[src/hw/vector_macros.svh]
`ifndef VECTOR_MACROS_SVH
`define VECTOR_MACROS_SVH

////////////////////////////////////////
// Engine sizes
////////////////////////////////////////

// Lane units behind the issue decoder
`define NUM_LANES	4

// Commit buffer entries, bounds the instructions in flight
`define BUFF_SIZE	4

// Issue number width, wraps at 2**ISSUE_BITS
`define ISSUE_BITS	4

// Pending operations per lane
`define LANE_DEPTH	2

`endif

[src/hw/vectorPkg.sv]
`include "vector_macros.svh"

package vectorPkg;

	typedef logic [`ISSUE_BITS-1:0]	issueNo_t;	// Wraps to zero
	typedef logic [`NUM_LANES-1:0]	laneMask_t;	// One bit per lane
	typedef logic [7:0]				latency_t;	// Base latency in cycles

	////////////////////////////////////////
	// Instruction word formats
	////////////////////////////////////////

	// Format 0, per-lane mask with short latency
	typedef struct packed {
		logic			format;
		logic [6:0]		tag;		// Ignored by the engine
		logic [3:0]		latency;
		laneMask_t		mask;		// Zero selects all lanes
	} vectorInstr_t;

	// Format 1, all lanes with long latency
	typedef struct packed {
		logic			format;
		logic [6:0]		unused;
		latency_t		latency;
	} broadcastInstr_t;

	typedef union packed {
		vectorInstr_t		vectorForm;
		broadcastInstr_t	broadcastForm;
	} instrWord_t;

	// One slot of the commit buffer
	typedef struct packed {
		logic			valid;
		laneMask_t		enable;		// Lanes selected at issue
		laneMask_t		committed;	// Lanes done so far
		issueNo_t		issueNo;
	} commitEntry_t;

endpackage

[src/hw/commitAggregator.sv]
`timescale 1ns/1ps
`include "vector_macros.svh"

module commitAggregator #(
	parameter int BUFF_SIZE = `BUFF_SIZE
) (
	input	logic					clock,
	input	logic					reset,
	input	logic					issueReq,
	input	vectorPkg::issueNo_t	issueNo,
	input	vectorPkg::laneMask_t	laneMask,
	input	vectorPkg::laneMask_t	laneCommitReq,				// Pulse per lane
	input	vectorPkg::issueNo_t	laneCommitNo	[`NUM_LANES],
	input	logic					commitGrant,
	output	logic					commitValid,				// Held until granted
	output	vectorPkg::issueNo_t	commitNo,
	output	logic					full
);
	import vectorPkg::*;

	localparam int PTR_BITS = $clog2(BUFF_SIZE);

	commitEntry_t			entries	[BUFF_SIZE];
	logic [`NUM_LANES-1:0]	matched	[BUFF_SIZE];
	logic [PTR_BITS-1:0]	wAddr;
	logic [PTR_BITS-1:0]	rAddr;
	logic					we;
	logic					re;
	logic					empty;
	logic					headDone;

	////////////////////////////////////////
	// Oldest entry release
	////////////////////////////////////////

	// Head is done once every enabled lane has reported
	assign headDone = entries[rAddr].valid
		& (entries[rAddr].committed == entries[rAddr].enable);

	assign commitValid	= ~empty & headDone;
	assign commitNo		= entries[rAddr].issueNo;

	assign we = issueReq;				// One entry per issued instruction
	assign re = commitValid & commitGrant;

	////////////////////////////////////////
	// Lane commit matching
	////////////////////////////////////////

	always_comb begin
		for (int i = 0; i < BUFF_SIZE; i++) begin
			for (int j = 0; j < `NUM_LANES; j++) begin
				matched[i][j] = entries[i].valid & entries[i].enable[j]
					& laneCommitReq[j] & (laneCommitNo[j] == entries[i].issueNo);
			end
		end
	end

	always_ff @(posedge clock) begin
		if (reset) begin
			for (int i = 0; i < BUFF_SIZE; i++) begin
				entries[i] <= '0;
			end
		end else begin
			for (int i = 0; i < BUFF_SIZE; i++) begin
				entries[i].committed <= entries[i].committed | matched[i];
			end

			if (re) begin
				entries[rAddr].valid <= 1'b0;	// Granted, slot is free
			end

			if (we) begin
				entries[wAddr].valid		<= 1'b1;
				entries[wAddr].enable		<= laneMask;
				entries[wAddr].committed	<= '0;
				entries[wAddr].issueNo		<= issueNo;
			end
		end
	end

	ringBuffCtrl #(
		.NUM_ENTRY	(BUFF_SIZE)
	) ringCtrl (
		.clock	(clock),
		.reset	(reset),
		.we		(we),
		.re		(re),
		.wAddr	(wAddr),
		.rAddr	(rAddr),
		.full	(full),
		.empty	(empty)
	);

endmodule

[src/hw/issueDecoder.sv]
`timescale 1ns/1ps
`include "vector_macros.svh"

module issueDecoder (
	input	logic					clock,
	input	logic					reset,
	input	logic					instrValid,		// One strobe per instruction
	input	vectorPkg::instrWord_t	instrWord,
	input	logic					stallIn,		// Any full flag downstream
	output	logic					issueReq,
	output	vectorPkg::issueNo_t	issueNo,
	output	vectorPkg::laneMask_t	laneMask,
	output	vectorPkg::latency_t	latency,
	output	logic					stall
);
	import vectorPkg::*;

	localparam laneMask_t ALL_LANES = {`NUM_LANES{1'b1}};

	logic		isBroadcast;
	logic		noMask;
	issueNo_t	issueCount;

	// Format bit is shared by both views
	assign isBroadcast	= instrWord.broadcastForm.format;
	assign noMask		= (instrWord.vectorForm.mask == '0);

	////////////////////////////////////////
	// Decode
	////////////////////////////////////////

	always_comb begin
		if (isBroadcast) begin
			laneMask	= ALL_LANES;
			latency		= instrWord.broadcastForm.latency;
		end else begin
			laneMask	= noMask ? ALL_LANES : instrWord.vectorForm.mask;
			latency		= latency_t'(instrWord.vectorForm.latency);	// Zero-extend
		end
	end

	// Strobes during stall are dropped
	assign issueReq	= instrValid & ~stallIn;
	assign issueNo	= issueCount;
	assign stall	= stallIn;

	////////////////////////////////////////
	// Issue numbering
	////////////////////////////////////////

	always_ff @(posedge clock) begin
		if (reset) begin
			issueCount <= '0;
		end else if (issueReq) begin
			issueCount <= issueCount + 1'b1;	// Wraps past the top
		end
	end

endmodule

[src/hw/laneUnit.sv]
`timescale 1ns/1ps
`include "vector_macros.svh"

module laneUnit #(
	parameter int LANE_INDEX = 0
) (
	input	logic					clock,
	input	logic					reset,
	input	logic					issueReq,
	input	logic					laneSel,		// This lane's mask bit
	input	vectorPkg::issueNo_t	issueNo,
	input	vectorPkg::latency_t	latency,
	output	logic					commitReq,		// One-cycle pulse
	output	vectorPkg::issueNo_t	commitNo,
	output	logic					full
);
	import vectorPkg::*;

	localparam int PTR_BITS = (`LANE_DEPTH > 1) ? $clog2(`LANE_DEPTH) : 1;
	localparam int OCC_BITS = $clog2(`LANE_DEPTH + 1);

	issueNo_t				queueNo		[`LANE_DEPTH];
	latency_t				queueLat	[`LANE_DEPTH];
	logic [PTR_BITS-1:0]	headPtr;
	logic [PTR_BITS-1:0]	tailPtr;
	logic [OCC_BITS-1:0]	occupancy;
	logic					active;			// Head operation is counting
	logic [8:0]				countdown;		// Room for latency plus index
	logic					push;
	logic					pop;
	logic					load;
	latency_t				loadLat;

	function automatic logic [PTR_BITS-1:0] nextPtr(input logic [PTR_BITS-1:0] ptr);
		return (ptr == PTR_BITS'(`LANE_DEPTH - 1)) ? '0 : ptr + 1'b1;
	endfunction

	assign push = issueReq & laneSel;
	assign pop	= active & (countdown == '0);
	assign load = ~active & ((occupancy != '0) | push);

	// An idle empty lane starts on the incoming operation directly
	assign loadLat = (occupancy != '0) ? queueLat[headPtr] : latency;

	assign full = (occupancy == OCC_BITS'(`LANE_DEPTH));

	////////////////////////////////////////
	// Queue storage
	////////////////////////////////////////

	always_ff @(posedge clock) begin
		if (push) begin
			queueNo[tailPtr]	<= issueNo;
			queueLat[tailPtr]	<= latency;
		end
		if (pop) begin
			commitNo <= queueNo[headPtr];
		end
	end

	////////////////////////////////////////
	// Control
	////////////////////////////////////////

	always_ff @(posedge clock) begin
		if (reset) begin
			headPtr		<= '0;
			tailPtr		<= '0;
			occupancy	<= '0;
			active		<= 1'b0;
			countdown	<= '0;
			commitReq	<= 1'b0;
		end else begin
			commitReq <= pop;	// Pulse, cleared next edge

			if (push) tailPtr <= nextPtr(tailPtr);
			if (pop) headPtr <= nextPtr(headPtr);

			case ({push, pop})
				2'b10:		occupancy <= occupancy + 1'b1;
				2'b01:		occupancy <= occupancy - 1'b1;
				default:	occupancy <= occupancy;
			endcase

			// Next countdown waits for the pulse to end
			if (load) begin
				active		<= 1'b1;
				countdown	<= {1'b0, loadLat} + 9'(LANE_INDEX);
			end else if (pop) begin
				active		<= 1'b0;
			end else if (active) begin
				countdown	<= countdown - 1'b1;
			end
		end
	end

endmodule

[src/hw/ringBuffCtrl.sv]
`timescale 1ns/1ps

module ringBuffCtrl #(
	parameter int NUM_ENTRY = 4
) (
	input	logic							clock,
	input	logic							reset,
	input	logic							we,
	input	logic							re,
	output	logic [$clog2(NUM_ENTRY)-1:0]	wAddr,
	output	logic [$clog2(NUM_ENTRY)-1:0]	rAddr,
	output	logic							full,
	output	logic							empty
);

	localparam int PTR_BITS = $clog2(NUM_ENTRY);
	localparam int CNT_BITS = $clog2(NUM_ENTRY + 1);
	localparam logic [PTR_BITS-1:0] LAST = PTR_BITS'(NUM_ENTRY - 1);

	logic [CNT_BITS-1:0]	count;
	logic					doWrite;
	logic					doRead;

	assign doWrite	= we & ~full;
	assign doRead	= re & ~empty;

	assign full		= (count == CNT_BITS'(NUM_ENTRY));
	assign empty	= (count == '0);

	always_ff @(posedge clock) begin
		if (reset) begin
			wAddr	<= '0;
			rAddr	<= '0;
			count	<= '0;
		end else begin
			if (doWrite) wAddr <= (wAddr == LAST) ? '0 : wAddr + 1'b1;
			if (doRead) rAddr <= (rAddr == LAST) ? '0 : rAddr + 1'b1;

			// Write and read together leave the count alone
			if (doWrite & ~doRead) count <= count + 1'b1;
			else if (doRead & ~doWrite) count <= count - 1'b1;
		end
	end

endmodule

[src/hw/vectorCommitTop.sv]
`timescale 1ns/1ps
`include "vector_macros.svh"

module vectorCommitTop (
	input	logic					clock,
	input	logic					reset,
	input	logic					instrValid,
	input	vectorPkg::instrWord_t	instrWord,
	input	logic					commitGrant,
	output	logic					commitValid,
	output	vectorPkg::issueNo_t	commitNo,
	output	logic					stall
);
	import vectorPkg::*;

	logic					issueReq;
	issueNo_t				issueNo;
	laneMask_t				laneMask;
	latency_t				latency;
	laneMask_t				laneCommitReq;
	issueNo_t				laneCommitNo	[`NUM_LANES];
	logic [`NUM_LANES:0]	fullFlags;		// Top bit is the aggregator
	logic					stallIn;

	assign stallIn = |fullFlags;

	issueDecoder decoder (
		.clock		(clock),
		.reset		(reset),
		.instrValid	(instrValid),
		.instrWord	(instrWord),
		.stallIn	(stallIn),
		.issueReq	(issueReq),
		.issueNo	(issueNo),
		.laneMask	(laneMask),
		.latency	(latency),
		.stall		(stall)
	);

	////////////////////////////////////////
	// Lanes
	////////////////////////////////////////

	for (genvar i = 0; i < `NUM_LANES; i++) begin : laneGen
		laneUnit #(
			.LANE_INDEX	(i)
		) lane (
			.clock		(clock),
			.reset		(reset),
			.issueReq	(issueReq),
			.laneSel	(laneMask[i]),
			.issueNo	(issueNo),
			.latency	(latency),
			.commitReq	(laneCommitReq[i]),
			.commitNo	(laneCommitNo[i]),
			.full		(fullFlags[i])
		);
	end

	commitAggregator #(
		.BUFF_SIZE	(`BUFF_SIZE)
	) aggregator (
		.clock			(clock),
		.reset			(reset),
		.issueReq		(issueReq),
		.issueNo		(issueNo),
		.laneMask		(laneMask),
		.laneCommitReq	(laneCommitReq),
		.laneCommitNo	(laneCommitNo),
		.commitGrant	(commitGrant),
		.commitValid	(commitValid),
		.commitNo		(commitNo),
		.full			(fullFlags[`NUM_LANES])
	);

endmodule

[config.mk]
export PLATFORM = sky130hd
export DESIGN_NAME = vectorCommitTop
export DESIGN_NICKNAME = d
export VERILOG_FILES = /design/src/hw/vectorPkg.sv /design/src/hw/commitAggregator.sv /design/src/hw/issueDecoder.sv /design/src/hw/laneUnit.sv /design/src/hw/ringBuffCtrl.sv /design/src/hw/vectorCommitTop.sv
export VERILOG_INCLUDE_DIRS = /design/src /design/src/hw
export SDC_FILE = /design/constraint.sdc
export NUM_CORES = 1
export LEC_CHECK = 0
export ABC_AREA = 1
export BUFFER_PORTS_ARGS = -buffer_cell sky130_fd_sc_hd__buf_2
export CORE_ASPECT_RATIO = 1.4
export CORE_MARGIN = 4
export CORE_UTILIZATION = 50
export CTS_CLUSTER_DIAMETER = 50
export CTS_CLUSTER_SIZE = 14
export DETAILED_ROUTE_END_ITERATION = 7
export PLACE_DENSITY = 0.66
export SYNTH_ARGS = -nofsm -noshare
export SYNTH_HDL_FRONTEND = slang
export SYNTH_SLANG_ARGS = --single-unit
[constraint.sdc]
create_clock -name clock -period 4.02 [get_ports clock]
set_clock_uncertainty 0.05 [all_clocks]
set_input_delay 0 -clock clock [delete_from_list [all_inputs] [get_ports clock]]
set_output_delay 0 -clock clock [all_outputs]
set_load 0.005 [all_outputs]
After elaboration in Yosys (flattened, before gate mapping)
Memory sizes are Yosys's and may differ from the RTL's. A register that Yosys moved wholly into a read port is not among the register bits.
Index checks and enable logic that the tools add are counted.
{"block": "op_classes", "add_sub_neg": 28, "n_eq_ne": 36, "mux": 74, "bitwise": 90, "n_reduce_logical": 30}
{"op": "9-bit two-way mux", "n": 9}
{"op": "1-bit AND", "n": 68}
{"op": "4-bit equality test", "n": 17}
{"op": "8-bit two-way mux", "n": 8}
{"op": "1-bit two-way mux", "n": 41}
{"op": "9-bit logical NOT", "n": 4}
{"op": "9-bit by 1-bit subtractor with 9-bit output (second input constant)", "n": 4}
{"op": "2-bit nonzero test", "n": 17}
{"op": "4-bit two-way mux", "n": 6}
{"op": "2-bit equality test (second input constant)", "n": 10}
{"op": "8-bit by 2-bit adder with 9-bit output (second input constant)", "n": 2}
{"op": "4-bit bitwise OR", "n": 4}
{"op": "2-bit case mux with 2 select lines", "n": 4}
{"op": "2-bit by 1-bit adder with 2-bit output (second input constant)", "n": 6}
{"op": "1-bit NOT", "n": 10}
{"op": "2-bit AND reduction", "n": 5}
{"op": "8-bit by 1-bit adder with 9-bit output (second input constant)", "n": 1}
{"op": "1-bit adder (second input constant)", "n": 8}
{"op": "2-bit by 1-bit equality test with 1-bit output (second input constant)", "n": 4}
{"op": "2-bit two-way mux", "n": 4}
{"op": "2-bit inequality test (second input constant)", "n": 4}
{"op": "1-bit bitwise OR", "n": 8}
{"op": "2-bit by 1-bit subtractor with 2-bit output (second input constant)", "n": 4}
{"op": "3-bit two-way mux", "n": 2}
{"op": "other kinds (8)", "n": 8}
{"block": "totals", "register_bits": 71, "ram_bits": 148, "output_inout_bits": 6, "memories": 9}
{"memory": "aggregator.entries", "words": 4, "word_bits": 13, "rd": 5, "rd_clocked_by_memory_dff": 1, "wr": 6, "line_no": "commitAggregator.sv:23", "source": "commitEntry_t entries [BUFF_SIZE];"}
{"memory": "laneGen[0].lane.queueLat", "words": 2, "word_bits": 8, "rd": 1, "rd_clocked_by_memory_dff": 1, "wr": 1, "line_no": "laneUnit.sv:23", "source": "latency_t queueLat [`LANE_DEPTH];"}
{"memory": "laneGen[1].lane.queueLat", "words": 2, "word_bits": 8, "rd": 1, "rd_clocked_by_memory_dff": 1, "wr": 1, "line_no": "laneUnit.sv:23"}
{"memory": "laneGen[2].lane.queueLat", "words": 2, "word_bits": 8, "rd": 1, "rd_clocked_by_memory_dff": 1, "wr": 1, "line_no": "laneUnit.sv:23"}
{"memory": "laneGen[3].lane.queueLat", "words": 2, "word_bits": 8, "rd": 1, "rd_clocked_by_memory_dff": 1, "wr": 1, "line_no": "laneUnit.sv:23"}
{"memory": "laneGen[0].lane.queueNo", "words": 2, "word_bits": 4, "rd": 1, "rd_clocked_by_memory_dff": 1, "wr": 1, "line_no": "laneUnit.sv:22", "source": "issueNo_t queueNo [`LANE_DEPTH];"}
{"memory": "3 more memories"}

Depth between registers and ports, before layout
{"block": "depth", "word_depth": 9, "depth_mapped": 16, "ltp_nobuf": 16}

Modules after synthesis
A second synthesis with hierarchy kept.
{"block": "hier_totals", "cells_unflattened": 1519, "hier_area_um2": 12658.4}
{"mod": "commitAggregator", "n_inst": 1, "cells_each": 459, "area_each_um2": 3422.0}
{"mod": "laneUnit (laneGen[2].lane)", "n_inst": 1, "cells_each": 247, "area_each_um2": 2209.6}
{"mod": "laneUnit (laneGen[1].lane)", "n_inst": 1, "cells_each": 242, "area_each_um2": 2142.1}
{"mod": "laneUnit (laneGen[3].lane)", "n_inst": 1, "cells_each": 240, "area_each_um2": 2122.0}
{"mod": "laneUnit (laneGen[0].lane)", "n_inst": 1, "cells_each": 214, "area_each_um2": 1998.2}
{"mod": "ringBuffCtrl", "n_inst": 1, "cells_each": 57, "area_each_um2": 412.9}
{"mod": "issueDecoder", "n_inst": 1, "cells_each": 56, "area_each_um2": 335.3}
{"mod": "vectorCommitTop", "n_inst": 1, "cells_each": 4, "area_each_um2": 16.3}

Worst setup path before layout
No wires, ideal clock.
{"block": "synth_timing", "kind": "register to register", "start": "reg (tool-made name)", "end": "reg aggregator.ringCtrl.count[2]", "t_arrival_ns": 2.043, "required_time_ns": 3.848, "path_slack_ns": 1.805, "path_stages_with_launch": 16, "path_buffers": 1, "period_less_slack_ns": 2.215, "path_cell_list": "dfxtp_1 > inv_2 > buf_2 > nand2_1 > nand3_1 > nand2_1 > nor2_1 > nor2_1 > nand4_1 > ha_1 > inv_1 > fa_1 > a21oi_1 > o21ai_0 > o21ai_0 > a21oi_1"}
{"item": "end signal: assignment", "line_no": "ringBuffCtrl.sv:40", "source": "if (doWrite & ~doRead) count <= count + 1'b1;"}
{"item": "end signal: assignment", "line_no": "ringBuffCtrl.sv:41", "source": "else if (doRead & ~doWrite) count <= count - 1'b1;"}
{"item": "end: declaration", "line_no": "ringBuffCtrl.sv:20", "source": "logic [CNT_BITS-1:0] count;"}

==> flow_summary.ini <==
[cts]
clock-sinks = 241
clkTransAtPathRegs_ps = 60
cts_resized = 0
clk_latency_ps = 520
cts.htree.levels = 1
ctsHoldBuffers = 3
cts_setup_buffers = 0
cts_inserted_buffers = 25
root_buffer = clkbuf_16
cts_tree = yes
cts_buffer_depth = 3

[placed_design]
post_dp_cell_area_um2 = 12600
place_congestion = 0.962
io_buffers = 18
dp_slack_ps = 900
dp_hpwl_mm = 21.7

[critical_path]
crit_type = reg2reg
required_ps = 4380
cp.arrival_ps = 3540
startpoint_type = flip-flop
setup.worst_path.end_class = flip-flop
critPathMaxFanout = 18

[grt]
grt_pass1_wl_mm = 47.5
grt_use_total = 0.216
overflow = 0
grt_start_max_net_pins = 32
grt_pass1_vias = 9178
antenna_found_initial = 0

[synthesis]
ys_ff_latch = 241
synthAdderAreaFrac = 0.0230
synth.most_common_cell = nand2_1
synth_top_family_by_area = simple AND/OR/NAND/NOR gates
synthesis.area_um2 = 12300
syn-num-nets = 1519
yosys.area_share.simple = 0.252
synth-xor-area-share = 0.0407
ys_seq_area_frac = 0.511
synth_top_area_cell = edfxtp_1
synth_mux_area_frac = 0
synth_edf_count = 144
yosys_most_used_dff = edfxtp_1
synth_top_area_frac = 0.352
synthCells = 1477
ys_top_cells_by_area = edfxtp_1 35%, dfxtp_1 16%, nand2_1 12%
synth-compound-area-share = 0.102
yosys-top-cells-count = 404 x nand2_1, 161 x inv_1, 149 x nor2_1, 144 x edfxtp_1, 98 x nand3_1
avgSynthCellArea_um2 = 8.31
synth-warning-count = 0
async_reset_ff_frac = 0
synth_cell_type_count = 49

[floorplan]
die_x_um = 140
start_util = 0.510
die_area_um2 = 27100
ioPinCount = 26
die_h_um = 193
fp-row-count = 67
coreArea_um2 = 24100

[timing]
slew_headroom = 0.224
setup_ws_ps = 839
hold_viol = 0
post-route-period-util = 0.791
min_period_ps = 3180
setup_viol = 0
tightest_slew_ps = 1160
hold_ws_ps = 54.8
slew_violations = 0
fmax_mhz = 314
tns_ps = 0
rsz0062_at_grt = false

[route]
wl_per_cell_um = 16.3
drt_iter0_markers = 536
ant_nets = 0
via_count = 9592
firstDrtPassIters = 5
drc = 0
viasPerCell = 5.28
wirelength_mm = 29.7

[power]
p_leak_nw = 5.66
internal_power_mw = 5.89
p_switching_mw = 4.02
power_density_nw_per_um2 = 739
peakVddDrop_uv = 499
p_sw_frac = 0.406
p_comb_frac = 0.389
seqPwrFrac = 0.378
clockPowerShare = 0.233

[layout]
utilization = 0.558
diodes = 0
nNetsFinal = 1530
drive_gt1_frac = 0.0764
area_delta_synth_final_pct = 9.37
fillers = 2198
fin_area_um2 = 13400

[hold_path]
holdCritPathClass = in2reg

[flow_run]
max-cap-violations = 0

[outcome]
outcome = completed
==> cell families after synthesis <==
family / Yosys count
AO/OA/AOI/OAI: 220
XOR/XNOR: 57
adder cells (fa/ha/maj): 22
buffers and inverters: 216
flip-flops: 241
AND/OR/NAND/NOR: 721
==> cell type report <==
| type | instances | area [µm²] | area share |
|---|---|---|---|
| Multi-Input combinational cell | 1020 | 5130 | 0.382 |
| Timing Repair Buffer | 26 | 158 | 0.0117 |
| Inverter | 174 | 656 | 0.0488 |
| Tap cell | 310 | 388 | 0.0289 |
| Clock buffer | 32 | 683 | 0.0509 |
| Clock inverter | 13 | 144 | 0.0107 |
| Sequential cell | 241 | 6270 | 0.467 |
==> flip-flops by register name, indices dropped and copies added (netlist names), named ones only <==
signal	cells
laneGen.lane.queueLat	64
aggregator.entries	52
laneGen.lane.countdown	36
laneGen.lane.queueNo	32
laneGen.lane.commitNo	16
laneGen.lane.occupancy	8
decoder.issueNo	4
laneGen.lane.active	4
laneGen.lane.commitReq	4
laneGen.lane.headPtr	4
laneGen.lane.tailPtr	4
aggregator.ringCtrl.count	3
aggregator.ringCtrl.rAddr	2
aggregator.ringCtrl.wAddr	2
==> per-layer routing <==
| layer | GRT usage | share of wire | vias up |
|---|---|---|---|
| li1 | - | - | 4875 |
| met4 | 0.0941 | 0.046 | 0 |
| met3 | 0.0227 | 0.041 | 75 |
| met1 | 0.256 | 0.40 | 4403 |
| met2 | 0.392 | 0.52 | 239 |
| met5 | 0 | 0 | - |
==> final timing paths <==
path                             from                             end  slack (ps)  cells past startpoint
min reg2reg  aggregator.entries[2][5]        aggregator.entries[2][5]         410                      2
max                         flip-flop    aggregator.ringCtrl.count[1]         840                     12
max reg2reg                 flip-flop    aggregator.ringCtrl.count[1]         840                     12
min                      instrWord[5]  laneGen[2].lane.queueLat[1][1]          50                      3
==> critical path, stage by stage, from the launching register on <==
cell and delay (ps):
dfxtp_1 560, clkinv_1 560, nand3_1 250, nand2_1 90
nand2_1 70, nand2_1 50, nor2_1 170, nand4_1 240
ha_1 260, inv_1 100, fa_1 430, o21ai_0 180
a21oi_1 60
==> metrics by stage <==
step	power, mW	cells
2_1_floorplan	6.81	1477
6_report	9.92	1816
5_1_grt	10.7	1816
3_5_place_dp	7.65	1768
3_3_place_gp	7.54	1768
4_1_cts	9.99	1816
==> power by group through the flow <==
stage	registers, mW	clock network, mW	logic [mW]
global placement	3.78	0	3.77
CTS	3.74	2.35	3.89
floorplan	3.61	0	3.20
detailed placement	3.79	0	3.86
finish	3.75	2.31	3.86
global route	3.82	2.46	4.44
==> placed cells by master, fill, tap and decap left out, drive strengths merged, types with 4 or more instances in the layout <==
master,n
edfxtp,144
xnor2,13
ha,21
o21ai,95
clkinv,8
a21oi,88
nand4,18
nand2,421
xor2,44
o22ai,13
buf,23
nor2,156
dfxtp,97
o31ai,4
nor3,16
inv,175
clkbuf,32
nand3,106
(Power assumes the default switching activity.)
